**config.mk**
```make
export PLATFORM = sky130hd
export DESIGN_NAME = vrf_arbiter_flat
export DESIGN_NICKNAME = d
export VERILOG_FILES = /design/src/hw/simd_pkg.sv /design/src/hw/vrf_wr_if.sv /design/src/hw/vrf_arbiter.sv /design/src/flat_wrapper.sv
export SDC_FILE = /design/constraint.sdc
export NUM_CORES = 1
export LEC_CHECK = 0
export BUFFER_PORTS_ARGS = -buffer_cell sky130_fd_sc_hd__clkbuf_2
export CAP_MARGIN = 20
export CORE_AREA = 2 2 156 158
export DETAILED_ROUTE_END_ITERATION = 7
export DIE_AREA = 0 0 158 160
export GPL_TIMING_DRIVEN = 0
export PLACE_DENSITY = 0.38
export SLEW_MARGIN = 20
export SYNTH_ARGS = -nofsm -noshare
export SYNTH_HDL_FRONTEND = slang
export SYNTH_SLANG_ARGS = --single-unit
```
**constraint.sdc**
```tcl
create_clock -name vclk -period 1.3
set_input_delay 0.26 -clock vclk [all_inputs]
set_output_delay 0.26 -clock vclk [all_outputs]
set_load 0.01 [all_outputs]
```
**src/hw/simd_pkg.sv**
```systemverilog
package simd_pkg;

    localparam int DATA_SIZE = 64;      // Lane width
    localparam int VLEN_DEF  = 128;     // Default vector length, multiple of DATA_SIZE
    localparam int NUM_VREGS = 8;

    typedef logic [DATA_SIZE-1:0]         bus64_t;
    typedef logic [$clog2(NUM_VREGS)-1:0] vreg_idx_t;
    typedef logic [4:0]                   imm_t;     // Sign-extended where used

    // Selected element width
    typedef enum logic [1:0] {
        SEW_8  = 2'd0,
        SEW_16 = 2'd1,
        SEW_32 = 2'd2,
        SEW_64 = 2'd3
    } sew_t;

    // Vector operations, the last three give a scalar result
    typedef enum logic [3:0] {
        VADD    = 4'd0,
        VSUB    = 4'd1,
        VAND    = 4'd2,
        VOR     = 4'd3,
        VXOR    = 4'd4,
        VSEQ    = 4'd5,     // All ones on equal elements
        VMV_X_S = 4'd6,     // Element 0 to scalar
        VEXT    = 4'd7,     // Element selected by rs1
        VCNT    = 4'd8      // Run of equal elements from element 0
    } vop_t;

    // Source of the first operand
    typedef enum logic [1:0] {
        OP_VV = 2'd0,
        OP_VX = 2'd1,
        OP_VI = 2'd2
    } opmode_t;

endpackage

```
**src/hw/vrf_wr_if.sv**
```systemverilog
`timescale 1ns/10ps

// One requester's path to the shared write port of the register file
interface vrf_wr_if import simd_pkg::*; #(
    parameter int VLEN = VLEN_DEF
) ();

    logic            req;
    vreg_idx_t       idx;
    logic [VLEN-1:0] data;
    logic            gnt;   // Write happens at the edge ending this cycle

    modport requester (output req, output idx, output data, input gnt);
    modport arbiter   (input req, input idx, input data, output gnt);

endinterface

```
**src/hw/vrf_arbiter.sv**
```systemverilog
`timescale 1ns/10ps

module vrf_arbiter import simd_pkg::*; #(
    parameter int VLEN = VLEN_DEF
) (
    vrf_wr_if.arbiter       exec,
    vrf_wr_if.arbiter       load,
    output logic            we_o,
    output vreg_idx_t       widx_o,
    output logic [VLEN-1:0] wdata_o
);

    // Execution never stalls, the loader takes the idle cycles
    assign exec.gnt = exec.req;
    assign load.gnt = load.req && !exec.req;

    assign we_o    = exec.req || load.req;
    assign widx_o  = exec.req ? exec.idx : load.idx;
    assign wdata_o = exec.req ? exec.data : load.data;

endmodule

```
**src/flat_wrapper.sv**
```systemverilog
// flat-port wrapper written by rule: the top's interface ports become plain ports
module vrf_arbiter_flat import simd_pkg::*;
#(
    parameter int VLEN = VLEN_DEF
)
  (we_o, widx_o, wdata_o, exec_req, exec_idx, exec_data, exec_gnt, load_req, load_idx, load_data, load_gnt);
  vrf_wr_if #(.VLEN(VLEN)) exec_i ();
  vrf_wr_if #(.VLEN(VLEN)) load_i ();
  output logic we_o;
  output vreg_idx_t widx_o;
  output logic [VLEN-1:0] wdata_o;
  input wire logic [$bits(exec_i.req)-1:0] exec_req;
  input wire logic [$bits(exec_i.idx)-1:0] exec_idx;
  input wire logic [$bits(exec_i.data)-1:0] exec_data;
  output wire logic [$bits(exec_i.gnt)-1:0] exec_gnt;
  input wire logic [$bits(load_i.req)-1:0] load_req;
  input wire logic [$bits(load_i.idx)-1:0] load_idx;
  input wire logic [$bits(load_i.data)-1:0] load_data;
  output wire logic [$bits(load_i.gnt)-1:0] load_gnt;
  assign exec_i.req = exec_req;
  assign exec_i.idx = exec_idx;
  assign exec_i.data = exec_data;
  assign exec_gnt = exec_i.gnt;
  assign load_i.req = load_req;
  assign load_i.idx = load_idx;
  assign load_i.data = load_data;
  assign load_gnt = load_i.gnt;
  vrf_arbiter #(.VLEN(VLEN)) u_core (.exec(exec_i), .load(load_i), .we_o(we_o), .widx_o(widx_o), .wdata_o(wdata_o));
endmodule
```
Word level (Yosys, flattened, before mapping)
Cells that the tools add are included.
- muxes and demuxes: 2
- reductions and logical operators: 3
- operators with widths (kind ; number):
    $mux 128 ; 1
    $mux 3 ; 1
    $logic_and 1x1->1 ; 1
    $logic_not 1->1 ; 1
    $logic_or 1x1->1 ; 1
- flip-flop bits (word level): 0
- input port bits: 264

Depth between registers and ports, before layout
- depth in word-level cells: 2
- mapped depth: 4
- mapped depth without buffers: 1

Worst setup path after synthesis
OpenSTA, ideal clock, no wires.
- path type: input -> output
- start: in exec_req
- end: out wdata_o[100]
- data arrival time: 977 ps
- setup slack: 63 ps
- stages: 4
- cells stage by stage: buf_6 buf_6 buf_6 mux2_4
- word-level cells in the longest chain between the ends: 1
- RTL lines (element ; RTL line ; text):
    start, declared ; flat_wrapper.sv:12 ; input wire logic [$bits(exec_i.req)-1:0] exec_req;
    $mux 128 ; vrf_arbiter.sv:19 ; assign wdata_o = exec.req ? exec.data : load.data;
    end, declared ; flat_wrapper.sv:11 ; output logic [VLEN-1:0] wdata_o;
No other way between the ends.

Final worst setup path
- start: in exec_req
- end: out wdata_o[89]
Same word-level chain as after synthesis.

==> results.sh <==
export IMPL_status="finished with violations"
export IMPL_violations="setup timing"
export IMPL_grt_pass1_vias=2890
export IMPL_grt_pass1_wl_mm=17.5
export IMPL_max_slew_margin_rel_pct=84.2
export IMPL_place_gp_congestion=0.754
export IMPL_drt_iter0_markers=94
export IMPL_vias=2903
export IMPL_ant_nets=0
export IMPL_syn_nets=413
export IMPL_cp_data_arrival_time_ns=1.19
export IMPL_io_pins=398
export IMPL_holdPathStages=2
export IMPL_start_util_pct=7.90
export IMPL_synth_top_family_by_area="multiplexers"
export IMPL_nets=819
export IMPL_finalSetupTns_ns=-11.93
export IMPL_grt_util_all_layers_pct=9.54
export IMPL_maxCapViolCount=0
export IMPL_antenna_found_initial=4
export IMPL_start_kind="primary input"
export IMPL_dpl_hpwl_mm=12.6
export IMPL_min_period_over_period_pct=112
export IMPL_worst_slack_ns=-0.151
export IMPL_synth_fa_ha_area_share_pct=0
export IMPL_dr_pass1_iters=4
export IMPL_fmax_ghz=0.689
export IMPL_avgViaCountPerCell=3.30
export IMPL_switching_share_pct=39.6
export IMPL_rsz0062_at_grt="yes"
export IMPL_finalWirelength_mm=13.9
export IMPL_p_int_mw=1.10
export IMPL_synthXorXnorAreaFrac_pct=0
export IMPL_ys_seq_area_share_pct=0
export IMPL_overflow=0
export IMPL_route_detailed_drc=0
export IMPL_n_clock_buffer=0
export IMPL_seq_cell_count=0
export IMPL_grt_max_degree=11
export IMPL_row_count=57
export IMPL_cp_end_kind="primary output"
export IMPL_p_leak_nw=2.75
export IMPL_cp_data_required_time_ns=1.04
export IMPL_yosys_area_share_simple_pct=0.665
export IMPL_synthMuxAreaShare_pct=92.0
export IMPL_layout_common_cells="clkbuf_2 (357), mux2_4 (71), mux2_2 (60)"
export IMPL_syn2layout_area_growth_pct=155
export IMPL_ir_drop_mv=0.0975
export IMPL_seq_power_share_pct=0
export IMPL_fin_crit_ns=1.45
export IMPL_wl_per_cell_um=15.8
export IMPL_syn_avg_cell_area_um2=12.6
export IMPL_final_hold_violation_count=0
export IMPL_coreArea_um2=23800
export IMPL_synth_compound_area_share_pct=0
export IMPL_drive_gt1_share_pct=99.8
export IMPL_crit_type="primary input to primary output"
export IMPL_yosysWarnings=0
export IMPL_p_sw_mw=0.723
export IMPL_timing_hold_ws_ns=0.709
export IMPL_finalSetupViolations=132
export IMPL_register_area_um2=0
export IMPL_critical_path_endpoint="wdata_o[89]"
export IMPL_final_common_cell="clkbuf_2"
export IMPL_crit_fanout=9
export IMPL_maxSlewViolCount=0
export IMPL_die_w_um=158
export IMPL_die_area_um2=25300
export IMPL_pwr_share_comb_pct=100.0
export IMPL_synthesis_area_um2=1880
export IMPL_powerDensity_nw_per_um2=380
export IMPL_netlist_instances=149
export IMPL_clock_power_share_pct=0
export IMPL_numPortBuffers=397
export IMPL_synth_cell_type_count=7
export IMPL_crit_start="exec_req"
export IMPL_fp_dieH_um=160
export IMPL_min_path_type="primary input to primary output"
export IMPL_worstMarginPinSlew_ns=0.237
[synth_stat cells]
cell type | n | area share [%]
mux2_2 | 63 | 38
buf_6 | 9 | 5.4
buf_4 | 1 | 0.40
nor2b_1 | 1 | 0.33
mux2_4 | 68 | 54
or2_2 | 1 | 0.33
buf_2 | 6 | 1.6
[worst max-delay path, stage by stage]
cell	delay (ns)
buf_16	0.13
buf_12	0.15
buf_12	0.15
mux2_4	0.34
buf_8	0.14
[layout make-up]
cell class	instances	area, µm²
Multi-Input combinational cell	133	1760
Tap cell	324	405
Buffer	16	225
Fill cell	2679	19000
Timing Repair Buffer	404	2410
Antenna cell	2	5.00
[per-stage QoR]
stage                     std cells  util (%)  power [mW]  cell area [µm²]  setup WS, ns
after floorplan                 149         -       0.762             1880        0.0632
after global placement          870      17.9        1.61             4270        -0.345
after detailed placement        870      17.9        1.61             4270        -0.353
after CTS                       876      19.1        1.73             4550        -0.187
after global routing            879      20.2        1.95             4810        -0.182
final                           879      20.2        1.83             4810        -0.151
[worst min-delay path by stage]
stage | to | startpoint
after floorplan | exec_gnt | exec_req
after global placement | exec_gnt | exec_req
after detailed placement | exec_gnt | exec_req
after CTS | exec_gnt | exec_req
after global routing | exec_gnt | exec_req
final | exec_gnt | exec_req
[cell families (layout without fill, tap and decap cells)]
logic type,count (synthesis),after routing
multiplexers,131,131
AND/OR/NAND/NOR,2,2
buffers and inverters,16,420
other,0,2
[what timing repair did]
| item | CTS | global route |
|---|---|---|
| gates cloned | 4 | 1 |
| hold buffers | 0 | 0 |
| buffers inserted | 2 | 0 |
| pin swaps | 0 | 1 |
| gates resized for setup | 37 | 81 |
| endpoints found under the setup margin | 132 | 132 |
[per-layer routing]
layer	track usage (%)	part of all wire, %
met4	1.11	1.4
met1	9.67	35
met3	1.60	9.7
met5	0	0.094
met2	20.2	54
[power groups by stage]
| stage | Combinational, mW | Sequential (mW) | Clock, mW |
|---|---|---|---|
| 6_report | 1.83 | 0 | 0.000000190 |
| 5_1_grt | 1.95 | 0 | 0.000000185 |
| 4_1_cts | 1.73 | 0 | 0 |
| 3_5_place_dp | 1.61 | 0 | 0 |
| 3_3_place_gp | 1.61 | 0 | 0 |
| 2_1_floorplan | 0.762 | 0 | 0 |
(Power assumes the default switching activity.)
