$ cat src/hw/simd_pkg.sv
package simd_pkg;

    localparam int DATA_SIZE = 64;      // Lane width
    localparam int VLEN_DEF  = 128;     // Default vector length, multiple of DATA_SIZE
    localparam int NUM_VREGS = 8;

    typedef logic [DATA_SIZE-1:0]         bus64_t;
    typedef logic [$clog2(NUM_VREGS)-1:0] vreg_idx_t;
    typedef logic [4:0]                   imm_t;     // Sign-extended where used

    // Selected element width
    typedef enum logic [1:0] {
        SEW_8  = 2'd0,
        SEW_16 = 2'd1,
        SEW_32 = 2'd2,
        SEW_64 = 2'd3
    } sew_t;

    // Vector operations, the last three give a scalar result
    typedef enum logic [3:0] {
        VADD    = 4'd0,
        VSUB    = 4'd1,
        VAND    = 4'd2,
        VOR     = 4'd3,
        VXOR    = 4'd4,
        VSEQ    = 4'd5,     // All ones on equal elements
        VMV_X_S = 4'd6,     // Element 0 to scalar
        VEXT    = 4'd7,     // Element selected by rs1
        VCNT    = 4'd8      // Run of equal elements from element 0
    } vop_t;

    // Source of the first operand
    typedef enum logic [1:0] {
        OP_VV = 2'd0,
        OP_VX = 2'd1,
        OP_VI = 2'd2
    } opmode_t;

endpackage

$ cat src/hw/vrf_wr_if.sv
`timescale 1ns/10ps

// One requester's path to the shared write port of the register file
interface vrf_wr_if import simd_pkg::*; #(
    parameter int VLEN = VLEN_DEF
) ();

    logic            req;
    vreg_idx_t       idx;
    logic [VLEN-1:0] data;
    logic            gnt;   // Write happens at the edge ending this cycle

    modport requester (output req, output idx, output data, input gnt);
    modport arbiter   (input req, input idx, input data, output gnt);

endinterface

$ cat src/hw/simd_issue.sv
`timescale 1ns/10ps

module simd_issue import simd_pkg::*; #(
    parameter int VLEN = VLEN_DEF
) (
    input  logic              clk_i,
    input  logic              reset_i,
    input  logic              valid_i,
    input  vop_t              op_i,
    input  opmode_t           mode_i,
    input  sew_t              sew_i,
    input  vreg_idx_t         vd_i,
    input  logic              masked_i,
    input  bus64_t            rs1_data_i,
    input  imm_t              imm_i,
    input  logic [VLEN-1:0]   vs1_data_i,
    input  logic [VLEN-1:0]   vs2_data_i,
    input  logic [VLEN-1:0]   old_vd_i,
    input  logic [VLEN/8-1:0] vmask_i,
    output vop_t              op_o,
    output opmode_t           mode_o,
    output sew_t              sew_o,
    output logic              masked_o,
    output bus64_t            rs1_o,
    output imm_t              imm_o,
    output logic [VLEN-1:0]   vs1_o,
    output logic [VLEN-1:0]   vs2_o,
    output logic [VLEN-1:0]   old_vd_o,
    output logic [VLEN/8-1:0] vmask_o,
    input  logic [VLEN-1:0]   vresult_i,
    input  bus64_t            sresult_i,
    vrf_wr_if.requester       wr,
    output logic              scalar_valid_o,
    output bus64_t            scalar_result_o,
    output logic              vec_valid_o,
    output vreg_idx_t         vec_idx_o,
    output logic [VLEN-1:0]   vec_result_o
);

    logic      cap_valid;   // An instruction sits in the ALU this cycle
    vreg_idx_t cap_vd;
    logic      is_scalar;

    assign is_scalar = (op_o == VMV_X_S) || (op_o == VEXT) || (op_o == VCNT);

    // Vector results go straight to the write port
    assign wr.req  = cap_valid && !is_scalar;
    assign wr.idx  = cap_vd;
    assign wr.data = vresult_i;

    always_ff @(posedge clk_i) begin
        if (reset_i) begin
            cap_valid <= 1'b0;
        end else begin
            cap_valid <= valid_i;
        end
    end

    // Operand capture
    always_ff @(posedge clk_i) begin
        if (valid_i) begin
            op_o     <= op_i;
            mode_o   <= mode_i;
            sew_o    <= sew_i;
            masked_o <= masked_i;
            rs1_o    <= rs1_data_i;
            imm_o    <= imm_i;
            cap_vd   <= vd_i;
            vs1_o    <= vs1_data_i;
            vs2_o    <= vs2_data_i;
            old_vd_o <= old_vd_i;
            vmask_o  <= vmask_i;
        end
    end

    always_ff @(posedge clk_i) begin
        if (reset_i) begin
            scalar_valid_o  <= 1'b0;
            scalar_result_o <= '0;
            vec_valid_o     <= 1'b0;
            vec_idx_o       <= '0;
            vec_result_o    <= '0;
        end else begin
            scalar_valid_o <= cap_valid && is_scalar;
            vec_valid_o    <= wr.req && wr.gnt;
            if (cap_valid && is_scalar) begin
                scalar_result_o <= sresult_i;
            end
            if (wr.req && wr.gnt) begin     // Mirror of the register write
                vec_idx_o    <= cap_vd;
                vec_result_o <= vresult_i;
            end
        end
    end

endmodule

$ cat src/flat_wrapper.sv
// flat-port wrapper written by rule: the top's interface ports become plain ports
module simd_issue_flat import simd_pkg::*;
#(
    parameter int VLEN = VLEN_DEF
)
  (clk_i, reset_i, valid_i, op_i, mode_i, sew_i, vd_i, masked_i, rs1_data_i, imm_i, vs1_data_i, vs2_data_i, old_vd_i, vmask_i, op_o, mode_o, sew_o, masked_o, rs1_o, imm_o, vs1_o, vs2_o, old_vd_o, vmask_o, vresult_i, sresult_i, scalar_valid_o, scalar_result_o, vec_valid_o, vec_idx_o, vec_result_o, wr_req, wr_idx, wr_data, wr_gnt);
  vrf_wr_if #(.VLEN(VLEN)) wr_i ();
  input  logic clk_i;
  input  logic reset_i;
  input  logic valid_i;
  input  vop_t op_i;
  input  opmode_t mode_i;
  input  sew_t sew_i;
  input  vreg_idx_t vd_i;
  input  logic masked_i;
  input  bus64_t rs1_data_i;
  input  imm_t imm_i;
  input  logic [VLEN-1:0] vs1_data_i;
  input  logic [VLEN-1:0] vs2_data_i;
  input  logic [VLEN-1:0] old_vd_i;
  input  logic [VLEN/8-1:0] vmask_i;
  output vop_t op_o;
  output opmode_t mode_o;
  output sew_t sew_o;
  output logic masked_o;
  output bus64_t rs1_o;
  output imm_t imm_o;
  output logic [VLEN-1:0] vs1_o;
  output logic [VLEN-1:0] vs2_o;
  output logic [VLEN-1:0] old_vd_o;
  output logic [VLEN/8-1:0] vmask_o;
  input  logic [VLEN-1:0] vresult_i;
  input  bus64_t sresult_i;
  output logic scalar_valid_o;
  output bus64_t scalar_result_o;
  output logic vec_valid_o;
  output vreg_idx_t vec_idx_o;
  output logic [VLEN-1:0] vec_result_o;
  output wire logic [$bits(wr_i.req)-1:0] wr_req;
  output wire logic [$bits(wr_i.idx)-1:0] wr_idx;
  output wire logic [$bits(wr_i.data)-1:0] wr_data;
  input wire logic [$bits(wr_i.gnt)-1:0] wr_gnt;
  assign wr_req = wr_i.req;
  assign wr_idx = wr_i.idx;
  assign wr_data = wr_i.data;
  assign wr_i.gnt = wr_gnt;
  simd_issue #(.VLEN(VLEN)) u_core (.clk_i(clk_i), .reset_i(reset_i), .valid_i(valid_i), .op_i(op_i), .mode_i(mode_i), .sew_i(sew_i), .vd_i(vd_i), .masked_i(masked_i), .rs1_data_i(rs1_data_i), .imm_i(imm_i), .vs1_data_i(vs1_data_i), .vs2_data_i(vs2_data_i), .old_vd_i(old_vd_i), .vmask_i(vmask_i), .op_o(op_o), .mode_o(mode_o), .sew_o(sew_o), .masked_o(masked_o), .rs1_o(rs1_o), .imm_o(imm_o), .vs1_o(vs1_o), .vs2_o(vs2_o), .old_vd_o(old_vd_o), .vmask_o(vmask_o), .vresult_i(vresult_i), .sresult_i(sresult_i), .wr(wr_i), .scalar_valid_o(scalar_valid_o), .scalar_result_o(scalar_result_o), .vec_valid_o(vec_valid_o), .vec_idx_o(vec_idx_o), .vec_result_o(vec_result_o));
endmodule
$ cat config.mk
export PLATFORM = sky130hd
export DESIGN_NAME = simd_issue_flat
export DESIGN_NICKNAME = d
export VERILOG_FILES = /design/src/hw/simd_pkg.sv /design/src/hw/vrf_wr_if.sv /design/src/hw/simd_issue.sv /design/src/flat_wrapper.sv
export SDC_FILE = /design/constraint.sdc
export NUM_CORES = 1
export LEC_CHECK = 0
export ABC_AREA = 0
export BUFFER_PORTS_ARGS = -buffer_cell sky130_fd_sc_hd__buf_4
export CAP_MARGIN = 10
export CELL_PAD_IN_SITES_DETAIL_PLACEMENT = 0
export CELL_PAD_IN_SITES_GLOBAL_PLACEMENT = 1
export CORE_AREA = 2 2 571 573
export CTS_BUF_LIST = sky130_fd_sc_hd__clkbuf_8
export DETAILED_ROUTE_END_ITERATION = 10
export DIE_AREA = 0 0 573 575
export PLACE_DENSITY = 0.3
export SYNTH_ARGS = -nofsm -noshare
export SYNTH_HDL_FRONTEND = slang
export SYNTH_SLANG_ARGS = --single-unit
$ cat constraint.sdc
create_clock -name clk_i -period 1.4 [get_ports clk_i]
set_input_delay 0.21 -clock clk_i [delete_from_list [all_inputs] [get_ports clk_i]]
set_output_delay 0.21 -clock clk_i [all_outputs]
set_load 0.005 [all_outputs]
# Word level (Yosys, flattened, before mapping)
# Cells that the tools add are included.
[word_totals]
register_bits = 679
latch_bits = 0
mem_bits_rw = 0
romBits = 0
out_inout_bits = 807
memories = 0
[classes]
n_addsub = 0
n_mul = 0
div = 0
n_lt_le_gt_ge = 0
eq_ne = 3
shift = 0
mux = 0
n_bitwise = 0
reduce_logical = 6
[ops]
columns = ["operator", "count"]
rows = [
  ["$eq A4 B3 Y1 const B", 2],
  ["$eq A4 B4 Y1 const B", 1],
  ["$logic_and A1 B1 Y1", 3],
  ["$logic_or A1 B1 Y1", 2],
  ["$logic_not A1 Y1", 1],
]

# Depth between registers and ports, before layout
[depth]
word_depth = 6
ltp_mapped = 5

# Least setup slack after synthesis
# Ideal clock, no wire load.
[synth_path]
kind = "reg-to-reg"
start = "reg u_core.op_o[1]"
end = "reg u_core.vec_result_o[100]"
setup_ps = 72
arrival_ps = 1506
required_time_ps = 1328
slack_ps = -177
stages_incl_launch_ff = 6
path_buffers = 2
period_less_slack_ps = 1577
cell_sequence = "edfxtp_1 -> and3b_1 -> nor3_2 -> buf_2 -> buf_4 -> mux2i_1"
[synth_via]
elab_chain_len = 6
elab_cells_between_ends = 8
cone_classes = "eq/ne: 3; reduce/logical: 5"
[synth_lines]
columns = ["item", "line_no", "text"]
rows = [
  ["start: declaration", "simd_issue.sv:20", "output vop_t op_o,"],
  ["start signal: assignment", "simd_issue.sv:62", "op_o <= op_i;"],
  ["$eq A4 B3 Y1", "simd_issue.sv:44", "assign is_scalar = (op_o == VMV_X_S) || (op_o == VEXT) || (op_o == VCNT);"],
  ["$logic_or A1 B1 Y1", "simd_issue.sv:44", ""],
  ["$logic_or A1 B1 Y1 (*)", "simd_issue.sv:44", ""],
  ["$logic_not A1 Y1 (*)", "simd_issue.sv:47", "assign wr.req = cap_valid && !is_scalar;"],
  ["$logic_and A1 B1 Y1 (*)", "simd_issue.sv:47", ""],
  ["$logic_and A1 B1 Y1 (*)", "simd_issue.sv:89", "if (wr.req && wr.gnt) begin"],
  ["end signal: assignment", "simd_issue.sv:91", "vec_result_o <= vresult_i;"],
  ["end: declaration", "simd_issue.sv:37", "output logic [VLEN-1:0] vec_result_o"],
]
# Every way passes the cells marked *; elsewhere a longest branch is shown, timed or not.
# A chain may end at the register's enable or synchronous reset.

# Worst setup path after layout
[layout_path]
start = "reg u_core.op_o[1]"
end = "out wr_req"
[layout_via]
elab_chain_len = 5
elab_cells_between_ends = 7
cone_classes = "eq/ne: 3; reduce/logical: 4"
[layout_lines]
columns = ["item", "line_no", "text"]
rows = [
  ["$eq A4 B3 Y1", "simd_issue.sv:44", ""],
  ["$logic_or A1 B1 Y1", "simd_issue.sv:44", ""],
  ["$logic_or A1 B1 Y1 (*)", "simd_issue.sv:44", ""],
  ["$logic_not A1 Y1 (*)", "simd_issue.sv:47", ""],
  ["$logic_and A1 B1 Y1 (*)", "simd_issue.sv:47", ""],
  ["end: declaration", "flat_wrapper.sv:39", "output wire logic [$bits(wr_i.req)-1:0] wr_req;"],
]
# Marked as above.

==> results.json <==
{
  "period_share": 1.70,
  "peakVddDrop_mv": 0.674,
  "slew_headroom": 0.735,
  "finalClockSkew_ps": 90.1,
  "cp-startpoint": "u_core.op_o[1]",
  "clk_pin_slew_ps": 60,
  "firstDrtPassIters": 4,
  "gr-total-overflow": 0,
  "fin_ws_ps": -981,
  "ys.flop_type": "edfxtp_1",
  "setup.worst_path.start_class": "register",
  "fillers": 35900,
  "power.density_nw_per_um2": 944,
  "hpwl_um": 136000,
  "nNetsFinal": 5047,
  "core_area_um2": 323000,
  "violations": "negative setup slack",
  "crit_path_cell_trace": "and3b_2, buf_6, nor3b_4, buf_6, buf_6",
  "wl_per_cell_um": 19.3,
  "antenna_found_initial": 36,
  "finalSetupTns_ps": -227780,
  "syn_inst": 1466,
  "syn-cell-area_um2": 24200,
  "io-pin-count": 1484,
  "grt_use_total": 0.0997,
  "ys_async_sr_fraction": 0,
  "worstSetupPathType": "reg2out",
  "r2r-start": "u_core.op_o[2]",
  "r2r_slack_ps": -600,
  "synth_top_area_frac": 0.598,
  "synth-seq-cells": 679,
  "maxCapViolCount": 0,
  "cp_data_required_time_ps": 1190,
  "dieArea_um2": 329000,
  "crit_top_cell": "buf_6",
  "hold_class": "in2reg",
  "postSynthAreaPerCell_um2": 16.5,
  "end_kind": "output pin",
  "num_vias": 23600,
  "place_congestion": 0.803,
  "status": "finished, violations left",
  "htree_levels": 4,
  "initial_core_util": 0.0748,
  "cts_tree": "yes",
  "yosysTopAreaCell": "edfxtp_1",
  "drt_iter0_drc": 809,
  "synthTopCellsByArea": "edfxtp_1 (60%), dfxtp_1 (16%), nand2b_1 (10%)",
  "multi_input_area_um2": 4510,
  "setup_viol": 875,
  "fin_area_um2": 59500,
  "finalHoldViolations": 0,
  "min-delay-start": "vs2_data_i[38]",
  "insertion_delay_ps": 930,
  "cp_max_fo": 2,
  "viasPerCell": 2.67,
  "route.detailed.drc": 0,
  "synth.most_common_cell": "edfxtp_1",
  "ant_nets": 0,
  "max-clock-path-buffers": 4,
  "yosysSeqAreaShare": 0.762,
  "routed_wl_um": 171000,
  "regArea_um2": 18600,
  "cts_sinks": 679,
  "cp_slowest_cell": "edfxtp_1",
  "rows": 209,
  "tightest_slew_ps": 397,
  "ys_warn_count": 0,
  "rsz0062_at_grt": "true",
  "placed_area_um2": 40500,
  "p_leak_nw": 23.4,
  "slowest_delay_ps": 390,
  "grt_max_degree": 48,
  "totalPowerFinal_mw": 56.1,
  "synth_edf_count": 481,
  "grt_pass1_wl_um": 226000,
  "cts_root_buf": "clkbuf_8",
  "die_w_um": 573,
  "cts_buffers": 156,
  "area_growth_pct": 146,
  "synth_cell_type_count": 16,
  "synthTopCellsByCount": "edfxtp_1 (481), nand2b_1 (390), dfxtp_1 (198)",
  "grt_pass1_vias": 26100,
  "final.min_clock_period_ps": 2380,
  "final_layout_size_suffix_gt1_frac": 0.445,
  "die_h_um": 575,
  "critPathArrivalTime_ps": 2170,
  "syn-num-nets": 2143,
  "drv_slew": 0,
  "max_freq_mhz": 420,
  "port-buffer-count": 1483
}
-- per-stage QoR --
| stage | utilization | instances | worst slack, ps | hold WS [ps] |
|---|---|---|---|---|
| finish | 0.184 | 8832 | -981 | 145 |
| global route | 0.184 | 8824 | -1200 | 47.5 |
| CTS | 0.183 | 8806 | -1270 | 4.68 |
| global placement | 0.125 | 7172 | -810 | 388 |
| detailed placement | 0.125 | 7172 | -788 | 389 |
| floorplan | - | 1466 | -118 | 309 |
-- logic make-up after synthesis --
kind of cell	Yosys count	synth area share
AND/OR/NAND/NOR	398	0.104
multiplexers	195	0.0808
buffers and inverters	193	0.0533
flip-flops	679	0.762
AO/OA/AOI/OAI	1	0.000311
-- repair_timing --
item / CTS / global route
endpoints found under the hold margin: 1159 / 0
endpoints found under the setup margin: 875 / 876
resized for setup: 643 / 14
pin swaps: 5 / 3
setup buffers: 40 / 6
hold buffers: 1305 / 0
cloned: 16 / 3
-- state kept, by name, indices dropped and copies added (netlist names), 2 cells and up --
register,cells
u_core.rs1_o,64
u_core.vs2_o,128
u_core.vec_idx_o,3
u_core.wr.idx,3
u_core.mode_o,2
u_core.old_vd_o,128
u_core.op_o,4
u_core.sew_o,2
u_core.vec_result_o,128
u_core.scalar_result_o,64
u_core.vmask_o,16
u_core.imm_o,5
u_core.vs1_o,128
-- cell type report --
cell class,instances,area share
Antenna cell,20,0.000842
Clock buffer,167,0.0387
Tap cell,4325,0.0910
Clock inverter,108,0.00943
Timing Repair Buffer,2939,0.471
Sequential cell,679,0.313
Multi-Input combinational cell,594,0.0758
-- cell usage in the layout, fill, tap and decap left out --
cell / netlist / routed
nand2_1: 1 / 1
nor3b_4: 0 / 1
clkinv_2: 0 / 14
inv_8: 0 / 2
mux2i_2: 0 / 3
buf_6: 5 / 425
inv_1: 0 / 56
nor3_4: 0 / 1
bufinv_16: 0 / 3
dfxtp_4: 0 / 9
dfxtp_1: 198 / 36
clkbuf_16: 0 / 3
clkinv_1: 0 / 25
clkinvlp_4: 0 / 3
inv_6: 0 / 4
and3b_2: 0 / 1
o21a_4: 0 / 1
buf_8: 0 / 6
nand2b_1: 390 / 390
edfxtp_1: 481 / 481
inv_12: 0 / 1
mux2i_1: 195 / 192
bufbuf_16: 0 / 1
diode_2: 0 / 20
clkbuf_8: 0 / 168
dlygate4sd3_1: 0 / 1305
nor4_1: 1 / 1
buf_4: 138 / 1134
nor4b_4: 1 / 1
nor2b_1: 2 / 2
dfxtp_2: 0 / 153
buf_16: 0 / 18
buf_12: 0 / 46
-- report_power, final --
part | internal [mW] | switching, mW | total, mW
clock | 11.5 | 10.5 | 22.1
combinational | 6.58 | 3.72 | 10.3
sequential | 23.0 | 0.732 | 23.7
total | 41.1 | 15.0 | 56.1
-- worst paths after layout --
kind                                                    to  cells past startpoint
worst max-delay path                                wr_req                      5
worst max register to register    u_core.vec_result_o[115]                     10
worst min-delay path                      u_core.vs2_o[38]                      2
worst min register to register  u_core.scalar_result_o[60]                      2
-- critical path: cells and delay by family (launching register included) --
kind                   cells  cell delay, ps
buffers and inverters      3             380
DFF                        1             390
and+or+nand+nor            2             560
-- routing by layer --
layer | track usage | routed length [um] | part of all wire
met5 | 0 | 132 | 0.00077
met4 | 0.0361 | 6360 | 0.037
met3 | 0.0329 | 12500 | 0.073
met2 | 0.193 | 93100 | 0.54
met1 | 0.0970 | 58800 | 0.34
(Power assumes the default switching activity.)
